### config.mk
export PLATFORM = sky130hd
export DESIGN_NAME = eeprom_ctrl_fsm_flat
export DESIGN_NICKNAME = d
export VERILOG_FILES = /design/src/eeprom_pkg.sv /design/src/eeprom_bus_if.sv /design/src/eeprom_ctrl_fsm.sv /design/src/flat_wrapper.sv
export SDC_FILE = /design/constraint.sdc
export NUM_CORES = 1
export LEC_CHECK = 0
export ABC_CLOCK_PERIOD_IN_PS = 4900
export BUFFER_PORTS_ARGS = -buffer_cell sky130_fd_sc_hd__buf_2
export CAP_MARGIN = 20
export CORE_MARGIN = 10
export CORE_UTILIZATION = 45
export CTS_BUF_LIST = sky130_fd_sc_hd__clkbuf_8 sky130_fd_sc_hd__clkbuf_16
export DETAILED_ROUTE_END_ITERATION = 12
export GPL_ROUTABILITY_DRIVEN = 1
export PLACE_DENSITY_LB_ADDON = 0.15
export SLEW_MARGIN = 20
export SYNTH_ARGS = -nofsm -noshare
export SYNTH_HDL_FRONTEND = slang
export SYNTH_SLANG_ARGS = --single-unit
### constraint.sdc
create_clock -name CLK -period 4.9 [get_ports CLK]
set_clock_uncertainty 0.1 [all_clocks]
set_input_delay 0.735 -clock CLK [delete_from_list [all_inputs] [get_ports CLK]]
set_output_delay 0.735 -clock CLK [all_outputs]
set_load 0.02 [all_outputs]
### src/eeprom_pkg.sv
package eeprom_pkg;

    // 24C16 style part, 2048 bytes
    typedef logic [10:0] ee_addr_t;

    typedef logic [7:0] ee_byte_t;

    // upper nibble of the control byte
    typedef logic [3:0] ee_dev_code_t;

    localparam ee_dev_code_t DEV_CODE = 4'b1010;

    // transaction sequencing
    typedef enum logic [3:0] {
        IDLE,
        START,
        CTRL_WR,
        ADDR_LO,
        DATA_WR,
        RESTART,   // reads only
        CTRL_RD,
        DATA_RD,
        STOP,
        DONE       // ack cycle
    } ee_state_t;

    // one operation of the byte shifter
    typedef enum logic [2:0] {
        OP_NONE,
        OP_START,  // also used for the repeated start
        OP_STOP,
        OP_TX,     // byte out, device ack in
        OP_RX      // byte in, master ack/nack out
    } ee_cond_t;

endpackage

### src/eeprom_bus_if.sv
`timescale 1ns/1ps
interface eeprom_bus_if import eeprom_pkg::*; ();

    ee_cond_t op;
    logic     go;        // one cycle, op valid with it
    ee_byte_t tx_byte;
    logic     tx_last;   // nack after the received byte

    logic     done;      // one cycle, end of op
    ee_byte_t rx_byte;
    logic     dev_nack;  // valid with done

    modport fsm (
        output op,
        output go,
        output tx_byte,
        output tx_last,
        input  done,
        input  rx_byte,
        input  dev_nack
    );

    modport shifter (
        input  op,
        input  go,
        input  tx_byte,
        input  tx_last,
        output done,
        output rx_byte,
        output dev_nack
    );

endinterface

### src/eeprom_ctrl_fsm.sv
`timescale 1ns/1ps
module eeprom_ctrl_fsm import eeprom_pkg::*;
(
    input  logic      CLK,
    input  logic      RESET,
    input  logic      wr,
    input  logic      rd,
    input  ee_addr_t  addr,
    input  ee_byte_t  wdata,
    output ee_byte_t  rdata,
    output logic      ack,
    output logic      nack,
    output logic      busy,
    eeprom_bus_if.fsm bus
);

    ee_state_t state;
    logic      is_rd;
    ee_addr_t  addr_q;
    ee_byte_t  wdata_q;
    logic      op_pending;  // go issued, done not yet seen

    // device code, block select a[10:8], r/w
    function automatic ee_byte_t ctrl_byte(input ee_addr_t a, input logic rw);
        return {DEV_CODE, a[10:8], rw};
    endfunction

    assign busy = (state != IDLE) && (state != DONE);
    assign ack  = (state == DONE);

    always_ff @(posedge CLK)
    begin
        if (RESET)
        begin
            state       <= IDLE;
            is_rd       <= 1'b0;
            nack        <= 1'b0;
            bus.go      <= 1'b0;
            bus.op      <= OP_NONE;
            bus.tx_last <= 1'b0;
        end
        else
        begin
            bus.go <= 1'b0;
            if (!busy && (wr || rd))
            begin
                is_rd   <= !wr;  // wr wins
                addr_q  <= addr;
                wdata_q <= wdata;
                nack    <= 1'b0;
                state   <= START;
                bus.go  <= 1'b1;
                bus.op  <= OP_START;
            end
            else if (state == DONE)
                state <= IDLE;
            else if (bus.done)
            begin
                nack        <= nack | bus.dev_nack;  // any byte missed
                bus.tx_last <= 1'b0;
                bus.go      <= (state != STOP);
                case (state)
                    START:
                    begin
                        state       <= CTRL_WR;
                        bus.op      <= OP_TX;
                        bus.tx_byte <= ctrl_byte(addr_q, 1'b0);
                    end
                    CTRL_WR:
                    begin
                        state       <= ADDR_LO;
                        bus.op      <= OP_TX;
                        bus.tx_byte <= addr_q[7:0];
                    end
                    ADDR_LO:
                        if (is_rd)
                        begin
                            state  <= RESTART;
                            bus.op <= OP_START;
                        end
                        else
                        begin
                            state       <= DATA_WR;
                            bus.op      <= OP_TX;
                            bus.tx_byte <= wdata_q;
                        end
                    DATA_WR:
                    begin
                        state  <= STOP;
                        bus.op <= OP_STOP;
                    end
                    RESTART:
                    begin
                        state       <= CTRL_RD;
                        bus.op      <= OP_TX;
                        bus.tx_byte <= ctrl_byte(addr_q, 1'b1);
                    end
                    CTRL_RD:
                    begin
                        state       <= DATA_RD;
                        bus.op      <= OP_RX;
                        bus.tx_last <= 1'b1;  // single byte, nack it
                    end
                    DATA_RD:
                    begin
                        rdata  <= bus.rx_byte;
                        state  <= STOP;
                        bus.op <= OP_STOP;
                    end
                    STOP:
                        state <= DONE;
                    default:
                        state <= IDLE;
                endcase
            end
        end
    end

    always_ff @(posedge CLK)
    begin
        if (RESET)
            op_pending <= 1'b0;
        else if (bus.go)
            op_pending <= 1'b1;
        else if (bus.done)
            op_pending <= 1'b0;
    end

    // transaction ends only once the stop is done
    a_ack_shifter_idle: assert property (
        @(posedge CLK) disable iff (RESET)
        ack |-> !op_pending
    );

    a_go_after_done: assert property (
        @(posedge CLK) disable iff (RESET)
        bus.go |-> !op_pending
    );

endmodule

### src/flat_wrapper.sv
// flat-port wrapper written by rule: the top's interface ports become plain ports
module eeprom_ctrl_fsm_flat import eeprom_pkg::*;
  (CLK, RESET, wr, rd, addr, wdata, rdata, ack, nack, busy, bus_op, bus_go, bus_tx_byte, bus_tx_last, bus_done, bus_rx_byte, bus_dev_nack);
  eeprom_bus_if bus_i ();
  input  logic CLK;
  input  logic RESET;
  input  logic wr;
  input  logic rd;
  input  ee_addr_t addr;
  input  ee_byte_t wdata;
  output ee_byte_t rdata;
  output logic ack;
  output logic nack;
  output logic busy;
  output wire logic [$bits(bus_i.op)-1:0] bus_op;
  output wire logic [$bits(bus_i.go)-1:0] bus_go;
  output wire logic [$bits(bus_i.tx_byte)-1:0] bus_tx_byte;
  output wire logic [$bits(bus_i.tx_last)-1:0] bus_tx_last;
  input wire logic [$bits(bus_i.done)-1:0] bus_done;
  input wire logic [$bits(bus_i.rx_byte)-1:0] bus_rx_byte;
  input wire logic [$bits(bus_i.dev_nack)-1:0] bus_dev_nack;
  assign bus_op = bus_i.op;
  assign bus_go = bus_i.go;
  assign bus_tx_byte = bus_i.tx_byte;
  assign bus_tx_last = bus_i.tx_last;
  assign bus_i.done = bus_done;
  assign bus_i.rx_byte = bus_rx_byte;
  assign bus_i.dev_nack = bus_dev_nack;
  eeprom_ctrl_fsm u_core (.CLK(CLK), .RESET(RESET), .wr(wr), .rd(rd), .addr(addr), .wdata(wdata), .rdata(rdata), .ack(ack), .nack(nack), .busy(busy), .bus(bus_i));
endmodule
==> metrics.yaml <==
run_status:
  status: "completed"
synthesis:
  syn_area_sq_mm: 0.00196
  synth_seq_area_share_pct: 65.0
  synthArstFlopShare_pct: 0
  yosys_warnings: 0
  yosys-top-cells-area: "edfxtp_1 (54%), dfxtp_1 (11%), mux2i_1 (4.1%), a21oi_1 (2.3%), nand3b_1 (2.3%)"
  ys_seq_elements: 46
  synthFlopType: "edfxtp_1"
  synth_top_area_share_pct: 53.7
  yosysTopAreaCell: "edfxtp_1"
  synth_edf_count: 35
  syn-num-nets: 178
  synth_cells: 145
  synthDistinctLibCells: 38
  avgSynthCellArea_sq_um: 13.5
route:
  vias_per_cell: 5.32
  wirelength_mm: 4.22
  ant_nets: 0
  wl_per_cell_um: 16.9
  drtPass1Iterations: 4
  vias: 1329
  drt_iter0_markers: 128
  drc: 0
layout:
  final_cell_area_sq_mm: 0.00237
  seqCellArea_sq_mm: 0.00127
  layout_common_cells: "buf_2 (56), edfxtp_1 (35), dfxtp_1 (11), a21oi_1 (9)"
  final_util_pct: 57.6
  multiInputGateArea_sq_um: 631
  instances_no_fill: 250
  layout_commonest_cell: "buf_2"
  fin_nets: 232
  fillers: 362
  final_layout_size_suffix_gt1_share_pct: 36.5
  diodes: 0
  syn_to_final_growth_pct: 21.2
pwr:
  swShare_pct: 25.2
  switching_power_mw: 0.220
  ir_worst_vdd_mv: 0.243
  power_mw: 0.870
  p_int_mw: 0.651
  p_leak_nw: 0.899
  p_seq_share_pct: 54.7
  pwr_density_cell_mw_per_mm2: 367
  p_comb_share_pct: 13.5
  power_frac_clock_pct: 31.8
timing:
  rsz0062_at_grt: "no"
  period_share_pct: 60.3
  tns_ps: 0
  max-slew-margin-rel_pct: 31.1
  drv_slew: 0
  setup_viol: 0
  max_freq_ghz: 0.339
  min_period_ps: 2950
  setup_slack_ps: 1950
  hold_viol_final: 0
  hold_ws_ps: 362
  worst_pin_slew_ps: 1030
hold_path:
  holdPathStages: 2
  hp-start: "u_core.nack"
  hold_path_end: "u_core.nack"
  hold_path_class: "reg -> reg"
floorplan:
  rows: 23
  coreArea_sq_mm: 0.00412
  start_util_pct: 47.5
  dieWidth_um: 85.9
  dieArea_sq_mm: 0.00738
  die_y_um: 85.9
  ios: 57
clocking:
  clkTransAtPathRegs_ps: 80
  cts_setup_buffers: 0
  cts_tree: "done"
  cts_hold_buf: 0
  cts_max_level: 2
  clkSinkCount: 46
  cts.repair.resized: 0
  cts_buffers: 5
  cts_buffer_depth: 2
  insertion_delay_ps: 300
  cts_root_buf: "clkbuf_8"
grt:
  antenna_found_initial: 0
  overflow: 0
  grt_pass1_wl_mm: 6.40
  grt_max_degree: 27
  grt_pass1_vias: 1330
  grt.total_usage_pct: 10.9
critical_path:
  crit_path_start_kind: "flip-flop"
  required_ps: 4070
  rr_worst_depth: 3
  path_max_fanout: 26
  r2r_slack_ps: 1970
  criticalPathCategory: "reg -> out"
  cp.arrival_ps: 2120
  r2r_start: "u_core.state[0]"
  end_kind: "output port"
  r2r-end: "u_core.bus.tx_byte[4]"
placed_design:
  dp.cells: 242
  io_buffers: 56
  gp_congestion: 0.784
  placed_cell_area_sq_mm: 0.00225
  dp_worst_setup_slack_ps: 1970
  dp_hpwl_mm: 3.03
run:
  maxCapViolations: 0
final cells by class:
class | instances | share of cell area (%)
Inverter | 2 | 0.317
Clock buffer | 5 | 2.90
Tap cell | 50 | 2.64
Timing Repair Buffer | 57 | 12.1
Clock inverter | 3 | 1.74
Multi-Input combinational cell | 87 | 26.6
Sequential cell | 46 | 53.6
registers in the layout, indices dropped and copies added (netlist names):
| register | flops |
|---|---|
| u_core.wdata_q | 8 |
| u_core.bus.go | 1 |
| u_core.addr_q | 11 |
| u_core.bus.tx_byte | 8 |
| u_core.bus.op | 3 |
| u_core.nack | 1 |
| u_core.bus.tx_last | 1 |
| u_core.rdata | 8 |
| u_core.is_rd | 1 |
| u_core.state | 4 |
power by group through the flow:
stage          sequential [mW]  clock, mW  combinational, mW
4_1_cts                  0.476      0.284              0.118
3_5_place_dp             0.485          0              0.117
2_1_floorplan            0.473          0             0.0929
3_3_place_gp             0.484          0              0.113
6_report                 0.476      0.277              0.117
5_1_grt                  0.480      0.300              0.128
layer usage:
metal	wire length [um]	track usage (%)	up-vias
met2	1940	16.2	56
met3	445	5.96	7
met5	0	0	-
met1	1770	12.5	618
met4	61	4.94	0
li1	-	-	648
worst max-delay path, cell delays in order (launching register included):
cell      delay, ps
dfxtp_1        1010
nor4bb_2        560
buf_2           240
how the worst max path moves through the flow:
stage	start	endpoint	slack, ps	cells after the start
2_1_floorplan	rd	u_core.rdata[0]	2370	4
4_1_cts	u_core.state[0]	ack	1920	2
5_1_grt	u_core.state[0]	ack	1770	2
3_3_place_gp	u_core.state[0]	u_core.rdata[1]	2090	3
6_report	u_core.state[0]	ack	1950	2
3_5_place_dp	u_core.state[0]	u_core.rdata[2]	1970	3
synthesized netlist by cell type, types with 2 or more instances:
master / instances
edfxtp_1: 35
o21ai_0: 2
nor2b_1: 7
dfxtp_1: 11
nand3_1: 2
a311oi_1: 3
o21a_1: 2
nand2b_1: 5
nand2_1: 8
nor3b_1: 3
nand3b_1: 6
and2_1: 2
inv_1: 2
clkbuf_1: 4
a211oi_1: 4
a31oi_1: 3
nor2_1: 6
buf_2: 5
mux2i_1: 8
a21oi_1: 9
cell families after synthesis:
family	count (synthesis)	synth area share, %
AO/OA/AOI/OAI	28	10.6
XOR/XNOR	1	0.832
multiplexers	8	4.09
buffers and inverters	12	3.01
flip-flops	46	65.0
AND/OR/NAND/NOR	50	16.5
No activity file was read; power rests on OpenSTA's default activity.
