--- src/scl_timer.sv ---
`timescale 1ns/1ps
module scl_timer #(
    parameter int CLK_DIV = 2
) (
    input  logic CLK,
    input  logic RESET,
    input  logic run,
    output logic scl,
    output logic low_mid,
    output logic high_mid
);

    localparam int CW  = $clog2(CLK_DIV);
    localparam int MID = CLK_DIV / 2;

    logic [CW-1:0] cnt;  // cycles left in the current half period

    always_ff @(posedge CLK)
    begin
        if (RESET || !run)
        begin
            scl <= 1'b1;  // park high, first half period after run is high
            cnt <= CW'(CLK_DIV - 1);
        end
        else if (cnt == '0)
        begin
            scl <= !scl;
            cnt <= CW'(CLK_DIV - 1);
        end
        else
        begin
            cnt <= cnt - 1'b1;
        end
    end

    // strobes sit away from both scl edges, sda gets a cycle of margin
    assign low_mid  = run && !scl && (cnt == CW'(MID));
    assign high_mid = run && scl && (cnt == CW'(MID));

    // high_mid half an scl period after each low_mid
    a_strobes_apart: assert property (
        @(posedge CLK) disable iff (RESET)
        $past(low_mid, CLK_DIV) && run |-> high_mid
    );

endmodule

--- config.mk ---
export PLATFORM = sky130hd
export DESIGN_NAME = scl_timer
export DESIGN_NICKNAME = d
export VERILOG_FILES = /design/src/scl_timer.sv
export SDC_FILE = /design/constraint.sdc
export NUM_CORES = 1
export LEC_CHECK = 0
export ABC_AREA = 1
export ABC_CLOCK_PERIOD_IN_PS = 800
export BUFFER_PORTS_ARGS = -buffer_cell sky130_fd_sc_hd__buf_4
export CAP_MARGIN = 20
export CORE_AREA = 2 2 39 41
export DETAILED_ROUTE_END_ITERATION = 8
export DIE_AREA = 0 0 41 43
export PLACE_DENSITY_LB_ADDON = 0.05
export SLEW_MARGIN = 20
export SYNTH_ARGS = -nofsm -noshare
export SYNTH_HDL_FRONTEND = slang
export SYNTH_SLANG_ARGS = --single-unit
--- constraint.sdc ---
create_clock -name CLK -period 0.8 [get_ports CLK]
set_input_delay 0.2 -clock CLK [delete_from_list [all_inputs] [get_ports CLK]]
set_output_delay 0.2 -clock CLK [all_outputs]
set_load 0.02 [all_outputs]
==> run summary, run 1 <==
- **fin util** 16.2%
- **diodes inserted** 0
- **post-synthesis net count** 15
- **startpoint kind of the worst setup timing path** register
- **horizontal die dimension** 41 um
- **worst r2r path cells** 4
- **sink count of the clock tree** 2
- **number of buffers added on ports** 5
- **count of nets left with antenna violations after detail routing** 0
- **number of global-route vias before repair** 124
- **Crit Path Category** reg2out
- **Fin Clk Skew** 0.00799 ns
- **antenna violations before repair** 0
- **library cells used by synthesis** 7
- **most frequent cells in the layout** sky130_fd_sc_hd__buf_4 (5), sky130_fd_sc_hd__clkbuf_4 (3), sky130_fd_sc_hd__buf_6 (3), sky130_fd_sc_hd__inv_1 (2), sky130_fd_sc_hd__nand2_1 (2)
- **drt initial violations** 0
- **fraction of the cycle the final worst path needs** 139%
- **highest clock frequency the design can meet** 899 MHz
- **number of hold-repair buffers added at the cts stage** 0
- **TritonCTS Buffers** 3
- **CP Launch Point** cnt
- **routed via count divided by cell count** 2.73
- **Finish-stage setup viols** 3
- **Power Density** 1890 nW/um2
- **setup slack of the most critical reg-to-reg path** 0.05 ns
- **Setup crit end kind** output pin
- **class of the tightest hold or removal check** in2reg
- **result of the run** finished, violations left
- **overall global routing resource usage** 4.41%
- **share of final-layout standard cells stronger than drive strength 1** 70.8%
- **TritonCTS clock tree** built
- **CP Cell Sequence** inv_2, nor3_4, buf_6
- **number of rows in the core area** 14
- **clock period minus final worst setup slack** 1.11 ns
- **last weighted congestion value of the routability-driven placer** 0.668
- **Clock transition at path regs** 0.03 ns
- **YS warnings** 0
- **post-synthesis sequential area ratio** 47.1%
- **Max stage delay on crit path** 0.34 ns
- **core area** 1380 um2
- **mean cell area of the mapped netlist** 7.09 um2
- **headroom to the max-slew limit** 87.6%
- **detailed-router iteration count before antenna repair** 1
- **arrival time at the worst endpoint** 0.91 ns
- **cell at the root of the clock tree** sky130_fd_sc_hd__clkbuf_4
- **portion of netlist area occupied by mux cells** 0%
- **Mapped Cells** 12
- **H-tree levels** 1
- **timing endpoint of the critical path** low_mid
- **Post-Synth XOR/XNOR Area** 0%
- **global-route wire length before repair** 420 um
- **I/O pins** 6
- **fill cell count** 157
- **total DRC errors in the routed layout** 0
- **Die Span Y** 43 um
- **leakage dissipation** 0.111 nW
- **violated checks** negative setup slack
- **flop and latch count out of synthesis** 2
- **Routed WL** 272 um
- **Syn Std Cell Area** 85.1 um2
- **Max clock buf depth** 2
- **Max FO, Critical Path** 3
- **Required @ worst endpoint** 0.60 ns
- **number of max-capacitance violations reported** 0
- **Area growth, synth to finish** 163%
- **post-synthesis simple-gate area fraction** 39.7%
- **setup repair after global routing missed its margin** yes
- **Starting Density** 6.15%
- **PnR worst setup slack** -0.312 ns
- **number of hold violations in the final report** 0
- **Min Hold Slack** 0.178 ns
- **slowest stage cell, crit path** sky130_fd_sc_hd__dfxtp_2
- **detailed-route via count** 109
- **Post-Layout Inst Area** 224 um2
- **Worst IR Drop VDD** 0.400 mV
- **max-slew violation count** 0
- **combinational family with the most area after synthesis** simple AND/OR/NAND/NOR gates
- **Clk Latency, worst-skew pair** 0.23 ns
- **HPWL after DPL** 220 um
- **maximum number of pins on one net before global-route repair** 4
- **adder-cell share of the synthesized area** 0%
- **reg-to-reg critical path endpoint** scl
- **leftover overflow at the end of global routing** 0
- **commonest non-fill, non-tap cell in the layout** sky130_fd_sc_hd__buf_4
- **Routed wire per std cell** 6.80 um
- **origin of the critical flop-to-flop path** scl
- **worst slew pin tran** 0.186 ns
- **Synth Area in Compound Gates** 0%
- **Nets** 28
- **cell area after placement** 176 um2
- **die footprint** 1760 um2
## Yosys cell counts (all sizes together)
master	n	share of area, %
nand2	3	13
nor3	1	12
nand3	1	5.9
nor2	2	8.8
dfxtp	2	47
inv	3	13
## state kept, by name, indices dropped and copies added, names as in the netlist
| register | cells |
|---|---|
| cnt | 1 |
| scl | 1 |
## area by class of cell
type,instances,area [um2],area share (%)
Timing Repair Buffer,8,71.3,31.8
Clock buffer,4,26.3,11.7
Multi-Input combinational cell,7,50.0,22.3
Sequential cell,2,45.0,20.1
Inverter,3,11.3,5.03
Tap cell,16,20.0,8.94
## per-stage QoR
step	setup TNS [ns]	total power [W]	setup slack, ns	instances
after floorplan	-0.0662	0.000139	-0.0364	12
after global placement	-0.215	0.000168	-0.0942	35
after detailed placement	-0.203	0.000168	-0.0890	35
after CTS	-0.856	0.000439	-0.323	39
after global routing	-0.896	0.000452	-0.341	40
final	-0.808	0.000424	-0.312	40
## worst min path at each step
stage	from	to	depth (start not counted)
global placement	cnt	cnt	1
global route	RESET	cnt	3
CTS	RESET	cnt	3
floorplan	RESET	cnt	2
finish	RESET	cnt	3
detailed placement	cnt	cnt	1
## kinds of logic (layout without fill, tap and decap cells)
kind of cell,count (synthesis),in the layout
and+or+nand+nor,7,7
buffers and inverters,3,15
DFF,2,2
## power by group
part           leakage [nW]  internal, W  switching (W)
Clock                0.0150     0.000185      0.0000621
Sequential           0.0161     0.000104     0.00000525
Combinational        0.0794    0.0000359      0.0000313
Total                 0.111     0.000325      0.0000986
## routing by layer
metal  vias up  wire length, um  global-route usage, %
li1         58                -                      -
met1        48               93                   3.51
met2         3              155                   4.69
met3         0               23                   1.57
met4         0                0                   10.0
met5         -                0                      0
## critical path, delay by kind of cell, from the launching register on
kind,cells,cell delay [ns]
DFF,1,0.34
buffers and inverters,2,0.19
and+or+nand+nor,1,0.16
## timing repair
| item | 4_1_cts | 5_1_grt |
|---|---|---|
| endpoints found under the setup margin | 4 | 3 |
| pin swaps | 1 | 0 |
| gates resized for setup | 4 | 0 |
| buffers inserted | 0 | 1 |
Power figures use the tool's default switching activity.
==> inputs of run 2 (changes only) <==
--- a/config.mk
+++ b/config.mk
@@ -12,7 +12,7 @@
 export CORE_AREA = 2 2 39 41
 export DETAILED_ROUTE_END_ITERATION = 8
 export DIE_AREA = 0 0 41 43
-export PLACE_DENSITY_LB_ADDON = 0.05
+export PLACE_DENSITY = 0.3
 export SLEW_MARGIN = 20
 export SYNTH_ARGS = -nofsm -noshare
 export SYNTH_HDL_FRONTEND = slang
==> run summary, run 2 (same netlist as run 1, synthesis figures left out) <==
- **TritonCTS clock tree** built, unchanged
- **headroom to the max-slew limit** 85.9%, was 87.6%
- **result of the run** finished, violations left, unchanged
- **sink count of the clock tree** 2, unchanged
- **origin of the critical flop-to-flop path** scl, unchanged
- **commonest non-fill, non-tap cell in the layout** sky130_fd_sc_hd__buf_4, unchanged
- **Nets** 28, unchanged
- **number of global-route vias before repair** 102, was 124
- **Starting Density** 6.15%, unchanged
- **fill cell count** 155, was 157
- **die footprint** 1760 um2, unchanged
- **PnR worst setup slack** -0.295 ns, was -0.312 ns
- **Fin Clk Skew** 0.0105 ns, was 0.00799 ns
- **Worst IR Drop VDD** 0.295 mV, was 0.400 mV
- **Finish-stage setup viols** 3, unchanged
- **detailed-router iteration count before antenna repair** 2, was 1
- **share of final-layout standard cells stronger than drive strength 1** 66.7%, was 70.8%
- **arrival time at the worst endpoint** 0.89 ns, was 0.91 ns
- **global-route wire length before repair** 365 um, was 420 um
- **Power Density** 1930 nW/um2, was 1890 nW/um2
- **hold path startpoint** RESET, unchanged
- **worst slew pin tran** 0.211 ns, was 0.186 ns
- **P_sw** 0.0000993 W, was 0.0000986 W
- **Die Span Y** 43 um, unchanged
- **total DRC errors in the routed layout** 0, unchanged
- **class of the tightest hold or removal check** in2reg, unchanged
- **Routed WL** 240 um, was 272 um
- **diodes inserted** 0, unchanged
- **clock network fraction of design power** 59.4%, was 58.4%
- **startpoint kind of the worst setup timing path** register, unchanged
- **violated checks** negative setup slack, unchanged
- **HPWL after DPL** 185 um, was 220 um
- **last weighted congestion value of the routability-driven placer** 0.455, was 0.668
- **most frequent cells in the layout** sky130_fd_sc_hd__buf_4 (6), sky130_fd_sc_hd__nand2_1 (3), sky130_fd_sc_hd__clkbuf_4 (3), sky130_fd_sc_hd__inv_1 (2), sky130_fd_sc_hd__buf_6 (2), was sky130_fd_sc_hd__buf_4 (5), sky130_fd_sc_hd__clkbuf_4 (3), sky130_fd_sc_hd__buf_6 (3), sky130_fd_sc_hd__inv_1 (2), sky130_fd_sc_hd__nand2_1 (2)
- **H-tree levels** 1, unchanged
- **count of nets left with antenna violations after detail routing** 0, unchanged
- **setup slack of the most critical reg-to-reg path** 0.04 ns, was 0.05 ns
- **Max clock buf depth** 2, unchanged
- **Area growth, synth to finish** 156%, was 163%
- **switching power share of the total** 23.6%, was 23.3%
- **combined area of the multi-input logic cells** 47.5 um2, was 50.0 um2
- **number of max-capacitance violations reported** 0, unchanged
- **I/O pins** 6, unchanged
- **Final TNS setup** -0.811 ns, was -0.808 ns
- **antenna violations before repair** 0, unchanged
- **cell at the root of the clock tree** sky130_fd_sc_hd__clkbuf_4, unchanged
- **number of rows in the core area** 14, unchanged
- **overall power of the completed layout** 0.000421 W, was 0.000424 W
- **Clock transition at path regs** 0.04 ns, was 0.03 ns
- **Clk Latency, worst-skew pair** 0.23 ns, about the same
- **Required @ worst endpoint** 0.60 ns, about the same
- **worst r2r path cells** 3, was 4
- **Internal** 0.000322 W, was 0.000325 W
- **Min Hold Slack** 0.177 ns, was 0.178 ns
- **area of all sequential standard cells** 45.0 um2, unchanged
- **number of buffers added on ports** 5, unchanged
- **maximum number of pins on one net before global-route repair** 4, unchanged
- **reg-to-reg critical path endpoint** scl, unchanged
- **overall global routing resource usage** 4.01%, was 4.41%
- **leakage dissipation** 0.111 nW, about the same
- **Regs by FF count** cnt (1), scl (1), unchanged
- **Setup crit end kind** output pin, unchanged
- **Crit Path Category** reg2out, unchanged
- **number of hold violations in the final report** 0, unchanged
- **drt initial violations** 2, was 0
- **core area** 1380 um2, unchanged
- **leftover overflow at the end of global routing** 0, unchanged
- **TritonCTS Buffers** 3, unchanged
- **Routed wire per std cell** 6.00 um, was 6.80 um
- **part of the power in combinational logic** 15.0%, was 15.9%
- **number of cells on the worst hold path** 3, unchanged
- **proportion of power drawn by flip-flops and latches** 25.6%, was 25.7%
- **routed via count divided by cell count** 2.78, was 2.73
- **fraction of the cycle the final worst path needs** 137%, was 139%
- **Max FO, Critical Path** 3, unchanged
- **max-slew violation count** 0, unchanged
- **detailed-route via count** 111, was 109
- **Hold EP** scl, was cnt
- **highest clock frequency the design can meet** 913 MHz, was 899 MHz
- **clock period minus final worst setup slack** 1.09 ns, was 1.11 ns
- **setup repair after global routing missed its margin** yes, unchanged
- **horizontal die dimension** 41 um, unchanged
- **pre-CTS setup slack** -0.0866 ns, was -0.0890 ns
[run 2: cell counts in the layout (fill, tap and decap cells not counted)]
Identical to the previous run, type by type.
[run 2: how the worst max path moves through the flow]
stage | startpoint | end | slack [ns]
6_report | scl | high_mid | -0.29
5_1_grt | scl | high_mid | -0.34
4_1_cts | scl | high_mid | -0.31
3_5_place_dp | cnt | low_mid | -0.09
3_3_place_gp | cnt | low_mid | -0.08
2_1_floorplan | scl | high_mid | -0.04
[run 2: what timing repair did]
item                                    CTS  global route
resized for setup                         2             0
hold endpoints to repair                  0             0
pin swaps                                 1             0
hold buffers                              0             0
setup buffers                             0             1
endpoints found under the setup margin    3             4
[run 2: layout make-up]
| type | instances | area share (%) |
|---|---|---|
| Clock buffer | 4 | 12.1 |
| Inverter | 3 | 5.17 |
| Multi-Input combinational cell | 7 | 21.8 |
| Sequential cell | 2 | 20.7 |
| Tap cell | 16 | 9.20 |
| Timing Repair Buffer | 8 | 31.0 |
[run 2: metal layers]
layer	share of wire (%)	GRT usage [%]	vias up
met5	0	0	-
met4	0	6.00	0
met3	17	4.71	0
met2	39	3.13	6
met1	43	3.85	46
li1	-	-	59
[run 2: critical path, cell delays in order (launching register included)]
cell                      delay [ns]
sky130_fd_sc_hd__dfxtp_4        0.35
sky130_fd_sc_hd__nand2_1        0.09
sky130_fd_sc_hd__nor2_4         0.08
sky130_fd_sc_hd__buf_4          0.14
[run 2: power groups by stage]
stage                     Clock, W  Combinational [W]  Sequential, W
after floorplan                  0          0.0000274       0.000111
after global placement           0          0.0000563       0.000109
after detailed placement         0          0.0000575       0.000109
after CTS                 0.000267          0.0000599       0.000108
after global routing      0.000270          0.0000688       0.000109
final                     0.000250          0.0000631       0.000108
[run 2: metrics by stage]
| stage | utilization [%] | instances | cell area [um2] |
|---|---|---|---|
| 3_5_place_dp | 12.7 | 35 | 176 |
| 4_1_cts | 15.2 | 39 | 210 |
| 6_report | 15.7 | 40 | 218 |
| 3_3_place_gp | 12.7 | 35 | 176 |
| 2_1_floorplan | - | 12 | 104 |
| 5_1_grt | 15.7 | 40 | 218 |
