==> src/eeprom_pkg.sv <==
package eeprom_pkg;

    // 24C16 style part, 2048 bytes
    typedef logic [10:0] ee_addr_t;

    typedef logic [7:0] ee_byte_t;

    // upper nibble of the control byte
    typedef logic [3:0] ee_dev_code_t;

    localparam ee_dev_code_t DEV_CODE = 4'b1010;

    // transaction sequencing
    typedef enum logic [3:0] {
        IDLE,
        START,
        CTRL_WR,
        ADDR_LO,
        DATA_WR,
        RESTART,   // reads only
        CTRL_RD,
        DATA_RD,
        STOP,
        DONE       // ack cycle
    } ee_state_t;

    // one operation of the byte shifter
    typedef enum logic [2:0] {
        OP_NONE,
        OP_START,  // also used for the repeated start
        OP_STOP,
        OP_TX,     // byte out, device ack in
        OP_RX      // byte in, master ack/nack out
    } ee_cond_t;

endpackage

==> src/eeprom_bus_if.sv <==
`timescale 1ns/1ps
interface eeprom_bus_if import eeprom_pkg::*; ();

    ee_cond_t op;
    logic     go;        // one cycle, op valid with it
    ee_byte_t tx_byte;
    logic     tx_last;   // nack after the received byte

    logic     done;      // one cycle, end of op
    ee_byte_t rx_byte;
    logic     dev_nack;  // valid with done

    modport fsm (
        output op,
        output go,
        output tx_byte,
        output tx_last,
        input  done,
        input  rx_byte,
        input  dev_nack
    );

    modport shifter (
        input  op,
        input  go,
        input  tx_byte,
        input  tx_last,
        output done,
        output rx_byte,
        output dev_nack
    );

endinterface

==> src/byte_shifter.sv <==
`timescale 1ns/1ps
module byte_shifter import eeprom_pkg::*;
(
    input  logic          CLK,
    input  logic          RESET,
    input  logic          low_mid,
    input  logic          high_mid,
    output logic          run,
    eeprom_bus_if.shifter bus,
    output logic          sda_oe,
    input  logic          sda_in
);

    ee_cond_t   cur_op;
    logic       phase;    // start/stop set up, or tx/rx in the ack bit
    logic [3:0] bit_cnt;
    ee_byte_t   shreg;    // out on tx, in on rx
    logic       last_q;

    // done is combinational so the next go lands before the next low_mid
    assign bus.done     = high_mid && phase;
    assign bus.rx_byte  = shreg;
    assign bus.dev_nack = (cur_op == OP_TX) && sda_in;

    always_ff @(posedge CLK)
    begin
        if (RESET)
        begin
            cur_op  <= OP_NONE;
            phase   <= 1'b0;
            bit_cnt <= '0;
            run     <= 1'b0;
            sda_oe  <= 1'b0;
        end
        else if (high_mid && phase)
        begin
            phase  <= 1'b0;
            cur_op <= OP_NONE;
            if (cur_op == OP_START)
                sda_oe <= 1'b1;  // sda falls with scl high
            if (cur_op == OP_STOP)
            begin
                sda_oe <= 1'b0;  // sda rises with scl high
                run    <= 1'b0;
            end
        end
        else if (cur_op == OP_NONE)
        begin
            if (bus.go)
            begin
                cur_op  <= bus.op;
                bit_cnt <= '0;
                shreg   <= bus.tx_byte;
                last_q  <= bus.tx_last;
                if (bus.op == OP_START)
                begin
                    run   <= 1'b1;
                    phase <= !run;  // idle bus, sda already high
                end
            end
        end
        else
        begin
            case (cur_op)
                OP_START,
                OP_STOP:
                    if (low_mid)
                    begin
                        sda_oe <= (cur_op == OP_STOP);
                        phase  <= 1'b1;
                    end
                OP_TX:
                    if (low_mid)
                    begin
                        if (bit_cnt == 4'd8)
                        begin
                            sda_oe <= 1'b0;  // device drives ack
                            phase  <= 1'b1;
                        end
                        else
                        begin
                            sda_oe  <= !shreg[7];  // msb first
                            shreg   <= {shreg[6:0], 1'b0};
                            bit_cnt <= bit_cnt + 1'b1;
                        end
                    end
                OP_RX:
                    if (low_mid)
                    begin
                        if (bit_cnt == 4'd8)
                        begin
                            sda_oe <= !last_q;
                            phase  <= 1'b1;
                        end
                        else
                            sda_oe <= 1'b0;
                    end
                    else if (high_mid && bit_cnt != 4'd8)
                    begin
                        shreg   <= {shreg[6:0], sda_in};
                        bit_cnt <= bit_cnt + 1'b1;
                    end
                default:
                    cur_op <= OP_NONE;
            endcase
        end
    end

    // outside start/stop, sda moves only in the low half of scl
    a_sda_on_low: assert property (
        @(posedge CLK) disable iff (RESET)
        $changed(sda_oe) |-> $past(low_mid) || $past(cur_op inside {OP_START, OP_STOP})
    );

endmodule

==> src/flat_wrapper.sv <==
// flat-port wrapper written by rule: the top's interface ports become plain ports
module byte_shifter_flat import eeprom_pkg::*;
  (CLK, RESET, low_mid, high_mid, run, sda_oe, sda_in, bus_op, bus_go, bus_tx_byte, bus_tx_last, bus_done, bus_rx_byte, bus_dev_nack);
  eeprom_bus_if bus_i ();
  input  logic CLK;
  input  logic RESET;
  input  logic low_mid;
  input  logic high_mid;
  output logic run;
  output logic sda_oe;
  input  logic sda_in;
  input wire logic [$bits(bus_i.op)-1:0] bus_op;
  input wire logic [$bits(bus_i.go)-1:0] bus_go;
  input wire logic [$bits(bus_i.tx_byte)-1:0] bus_tx_byte;
  input wire logic [$bits(bus_i.tx_last)-1:0] bus_tx_last;
  output wire logic [$bits(bus_i.done)-1:0] bus_done;
  output wire logic [$bits(bus_i.rx_byte)-1:0] bus_rx_byte;
  output wire logic [$bits(bus_i.dev_nack)-1:0] bus_dev_nack;
  assign bus_i.op = bus_op;
  assign bus_i.go = bus_go;
  assign bus_i.tx_byte = bus_tx_byte;
  assign bus_i.tx_last = bus_tx_last;
  assign bus_done = bus_i.done;
  assign bus_rx_byte = bus_i.rx_byte;
  assign bus_dev_nack = bus_i.dev_nack;
  byte_shifter u_core (.CLK(CLK), .RESET(RESET), .low_mid(low_mid), .high_mid(high_mid), .run(run), .bus(bus_i), .sda_oe(sda_oe), .sda_in(sda_in));
endmodule
==> config.mk <==
export PLATFORM = sky130hd
export DESIGN_NAME = byte_shifter_flat
export DESIGN_NICKNAME = d
export VERILOG_FILES = /design/src/eeprom_pkg.sv /design/src/eeprom_bus_if.sv /design/src/byte_shifter.sv /design/src/flat_wrapper.sv
export SDC_FILE = /design/constraint.sdc
export NUM_CORES = 1
export LEC_CHECK = 0
export ABC_AREA = 1
export BUFFER_PORTS_ARGS = -buffer_cell sky130_fd_sc_hd__buf_2
export CORE_MARGIN = 5
export CORE_UTILIZATION = 50
export CTS_BUF_LIST = sky130_fd_sc_hd__clkbuf_2 sky130_fd_sc_hd__clkbuf_4 sky130_fd_sc_hd__clkbuf_8
export DETAILED_ROUTE_END_ITERATION = 8
export PLACE_DENSITY = 0.77
export REMOVE_ABC_BUFFERS = 1
export SYNTH_ARGS = -nofsm -noshare
export SYNTH_HDL_FRONTEND = slang
export SYNTH_SLANG_ARGS = --single-unit
==> constraint.sdc <==
create_clock -name CLK -period 2.5 [get_ports CLK]
set_input_delay 0.125 -clock CLK [delete_from_list [all_inputs] [get_ports CLK]]
set_output_delay 0.125 -clock CLK [all_outputs]
set_load 0.02 [all_outputs]
==> out/results.txt <==
Across the routed clock network, the largest skew measured is 0.008743 ns. Across the VDD grid, the largest voltage drop is 0.3963 mV. Data arrives at the worst endpoint at 1.69 ns.

The endpoint of the most critical register-to-register path is u_core.bus.rx_byte[2]$_DFFE_PP_. The register bit count reported by yosys was 19. The type of the worst setup path was flop to flop. The net switching share of the total power works out to 39.14%.

The logs give 62 for the initial DRC count and 0.8455 ns for the post-placement worst setup slack. The combinational family with the most area after synthesis is simple AND/OR/NAND/NOR gates. H-tree level count: 1. The floorplan has 17 rows. The portion of the clock cycle consumed by the worst path in the final layout works out to 67.47%.

The first global-routing pass estimated 4.319 mm of wire. Width of the die: 56.77 um. Entering global routing, the biggest net connects 14 pins. The area growth from synthesis to layout is 17.85%. The synthesized design devotes to its leading area cell type 24.71% of total area. The number of enable-type register cells in the synthesized netlist is 9. The capture endpoint of the worst hold path was u_core.bit_cnt[2]$_SDFFE_PP0P_.

The worst hold path passes through 2 cells. Dividing the detail-routed via count by the number of cells gives 5.152. The total routing resource utilization after global routing came out at 16.96%. TritonCTS built the clock tree.

In this run the tightest slew margin relative to its limit is 79.70%. For this run, the top clock speed supported by timing is 0.5928 GHz. The required time of the worst setup path was 2.50 ns.

In the layout the commonest cells are sky130_fd_sc_hd__nand2_1 (50), sky130_fd_sc_hd__buf_2 (29), sky130_fd_sc_hd__inv_1 (19), sky130_fd_sc_hd__nand3_1 (19). The tightest min-delay check is of the primary input to flop type. The power density relative to cell area is 685.4 mW/mm2, and the number of ports placed on the die boundary is 30. Cells with a size suffix above 1 make up 24.73% of the layout. The flow ran to the end, and the final reports show no timing, DRC or antenna violations. The number of endpoints with negative hold slack in the final report was 0; the non-filler instance count after layout was 210. Source of the worst register-to-register timing path: u_core.bit_cnt[0]$_SDFFE_PP0P_.

The tightest hold path in the finished design has a slack of 0.03387 ns. In this run the cell area of the synthesized design comes to 0.001094 mm2. Once detailed placement completed, the half-perimeter wirelength came to 2.038 mm. The number of placed cells counting well taps is 205, and the total setup buffers inserted after CTS is 0. The run gives 218 as the filler cell count in the final layout. Simple-gate share of the synthesized area: 37.99%. In this run, flip-flops and latches consume 46.6% of the power. Longest individual stage delay on the worst path: 0.43 ns.

Across all layers, the routed design uses 1082 vias. The tools report the sum of internal, switching and leakage power as 0.0008833 W. At the pin with the least slew margin, the transition time is 0.3042 ns. Most common flop cell mapped by yosys: sky130_fd_sc_hd__dfxtp_1. After the last flow step, the layout net total stands at 203. The via count of the first global-routing pass came out at 1005.

The count of buffers added on input and output ports is 29. The effective utilization at floorplan came out at 50.90%. The number of setup violations in the final report is 0, and the number of clock sinks is 19. The initial antenna violation count is 0, and the number of diodes added for antenna fixing is 0. The category of the worst setup path capture point was a flop. The worst setup path is launched from a flop. The post-synthesis adder-cell area fraction works out to 2.288%. The placeable core region was 0.002148 mm2. For the final routed database, the setup TNS stands at 0 ns. The worst-case register-to-register setup slack is 0.81 ns, and the CTS clock-pin slew for the worst setup and hold paths is 0.12 ns.

In this design, the critical path's most frequently occurring cell is sky130_fd_sc_hd__inv_1. Once the clock tree was built, the resizer swapped 0 gates to a different size. The synthesis warning total came out at 0.

After synthesis, the share of flip-flops with an asynchronous set or reset is 0%. After detailed routing, the number of remaining DRC violations is 0. In this run the remaining antenna-violating nets after routing total 0. The clock root buffer was sky130_fd_sc_hd__clkbuf_4. The largest fanout on the critical path works out to 8. Clock latency on the worst-skew pair, taken at its later pin, is 0.31 ns. The number of slew-limit violations in the final report was 0. Together, buffers and inverters on the worst path number 2. The run gives 0.6555 nW as the static power due to leakage. The worst path meets setup with 0.8132 ns of slack. From bottom edge to top edge, the die measures 56.77 um. Global routing finished with a remaining overflow of 0. The signal on the critical path passes through inv_1, ha_1, nand2_1, nor2_1, nand3_2, nand3_1, inv_1.

Each instance of the synthesized netlist takes up on average 7.290 um2. The number of clock buffers added by TritonCTS is 3. In this run, the combinational gates consume 34.6% of the power. The xor and xnor fraction of the mapped netlist area is 0.8009%, and the mux cell area share after synthesis is 0%. The startpoint identified for the worst hold timing path is RESET. Before antenna repair, the detailed router went through 4 iterations.

The cell count after synthesis was 150. The worst path needs 1.687 ns of the cycle, external delays included. Summing the areas of all compound-gate instances in the mapped netlist gives 6.293% of the synthesized area. The path depth of the worst reg2reg path works out to 7.

Broken down by cell family, the worst path's largest delay share belongs to flip-flops. The sequential share of the synthesized area came out at 43.02%. The floorplan step defined a die boundary enclosing 0.003222 mm2.

The run gives 0.0003457 W as the switching power of the nets. The top cell type by total area after synthesis was sky130_fd_sc_hd__edfxtp_1. The number of max-cap violations was 0. No sink is reached through more buffers than the 2 on the longest clock path. The logs give 22 for the number of distinct library cell variants in the gate-level netlist after synthesis and 18.8% for the power share of the clock group.

Ranked by total cell area, the synthesized netlist is headed by sky130_fd_sc_hd__edfxtp_1 (25%), sky130_fd_sc_hd__dfxtp_1 (18%), sky130_fd_sc_hd__nand2_1 (17%). At the end of routability-driven placement, the weighted congestion stood at 0.8669. Setup repair after global routing left no endpoint under its margin. Dividing the detail-routed wire length by the instance count gives 12.64 um. The library cell used most frequently in the layout, excluding fill and tap cells, is sky130_fd_sc_hd__nand2_1. Internal power comes to 0.0005375 W. The cell type of the slowest stage on the worst timing path is sky130_fd_sc_hd__dfxtp_1. The tools report the routed wire length as 2.654 mm.
-- worst max path at each step --
stage / start / endpoint / slack [ns] / cells past startpoint
finish: u_core.bit_cnt[0]$_SDFFE_PP0P_ / u_core.bus.rx_byte[2]$_DFFE_PP_ / 0.81 / 7
global route: u_core.bit_cnt[0]$_SDFFE_PP0P_ / u_core.bus.rx_byte[3]$_DFFE_PP_ / 0.68 / 7
CTS: u_core.bit_cnt[0]$_SDFFE_PP0P_ / u_core.bus.rx_byte[2]$_DFFE_PP_ / 0.82 / 7
detailed placement: u_core.bit_cnt[0]$_SDFFE_PP0P_ / u_core.bus.rx_byte[0]$_DFFE_PP_ / 0.85 / 7
global placement: u_core.bit_cnt[0]$_SDFFE_PP0P_ / u_core.bus.rx_byte[0]$_DFFE_PP_ / 0.93 / 7
floorplan: u_core.bit_cnt[0]$_SDFFE_PP0P_ / u_core.bus.rx_byte[0]$_DFFE_PP_ / 1.03 / 7
-- state kept, by name (all words and copies together) (netlist names) --
register,flops
u_core.bit_cnt,4
u_core.cur_op,3
u_core.bus.rx_byte,8
u_core.run,1
u_core.phase,1
u_core.sda_oe,1
u_core.last_q,1
-- through the flow --
stage	utilization (%)	cell area [um2]
detailed placement	58.24	1251
global placement	58.24	1251
global route	59.99	1289
CTS	59.99	1289
floorplan	-	1071
finish	59.99	1289
-- cell type report --
type | count | area (um2) | area share (%)
Timing Repair Buffer | 30 | 155.1 | 12.04
Multi-Input combinational cell | 107 | 518.0 | 40.19
Clock inverter | 1 | 5.005 | 0.3883
Tap cell | 28 | 35.03 | 2.718
Inverter | 22 | 82.58 | 6.408
Clock buffer | 3 | 22.52 | 1.748
Sequential cell | 19 | 470.5 | 36.50
-- what timing repair did --
item / CTS / global route
endpoints found under the setup margin: 0 / 0
hold buffers: 1 / 0
hold endpoints to repair: 1 / 0
-- logic make-up (layout without fill, tap and decap cells) --
group           after synthesis  count (layout)
flops                        19              19
xor+xnor                      1               1
buf+inv                      24              56
simple gates                 92              92
fa+ha+maj                     2               2
compound gates               12              12
-- cells in the mapped netlist (2+ instances only) --
master,instances
sky130_fd_sc_hd__a21oi_1,5
sky130_fd_sc_hd__nand2_2,4
sky130_fd_sc_hd__buf_6,2
sky130_fd_sc_hd__inv_1,19
sky130_fd_sc_hd__nand4_1,3
sky130_fd_sc_hd__ha_1,2
sky130_fd_sc_hd__inv_2,3
sky130_fd_sc_hd__nor2_2,2
sky130_fd_sc_hd__nand3_1,19
sky130_fd_sc_hd__nor2_1,10
sky130_fd_sc_hd__nand2_1,50
sky130_fd_sc_hd__nand3_2,2
sky130_fd_sc_hd__dfxtp_1,10
sky130_fd_sc_hd__o21ai_0,3
sky130_fd_sc_hd__edfxtp_1,9
-- layer usage --
layer / GRT usage, % / share of wire, %
met3: 2.529 / 4.4
met1: 19.24 / 41
met5: 0 / 0
met2: 31.02 / 51
met4: 7.285 / 3.4
-- power by group through the flow --
stage | clock (W) | combinational [W] | sequential (W)
6_report | 0.000166 | 0.000306 | 0.000412
3_5_place_dp | 0 | 0.000304 | 0.000417
2_1_floorplan | 0 | 0.000196 | 0.000439
5_1_grt | 0.000183 | 0.000343 | 0.000416
3_3_place_gp | 0 | 0.000296 | 0.000415
4_1_cts | 0.000169 | 0.000306 | 0.000410
Note: power is estimated with default switching activity, not from simulation.
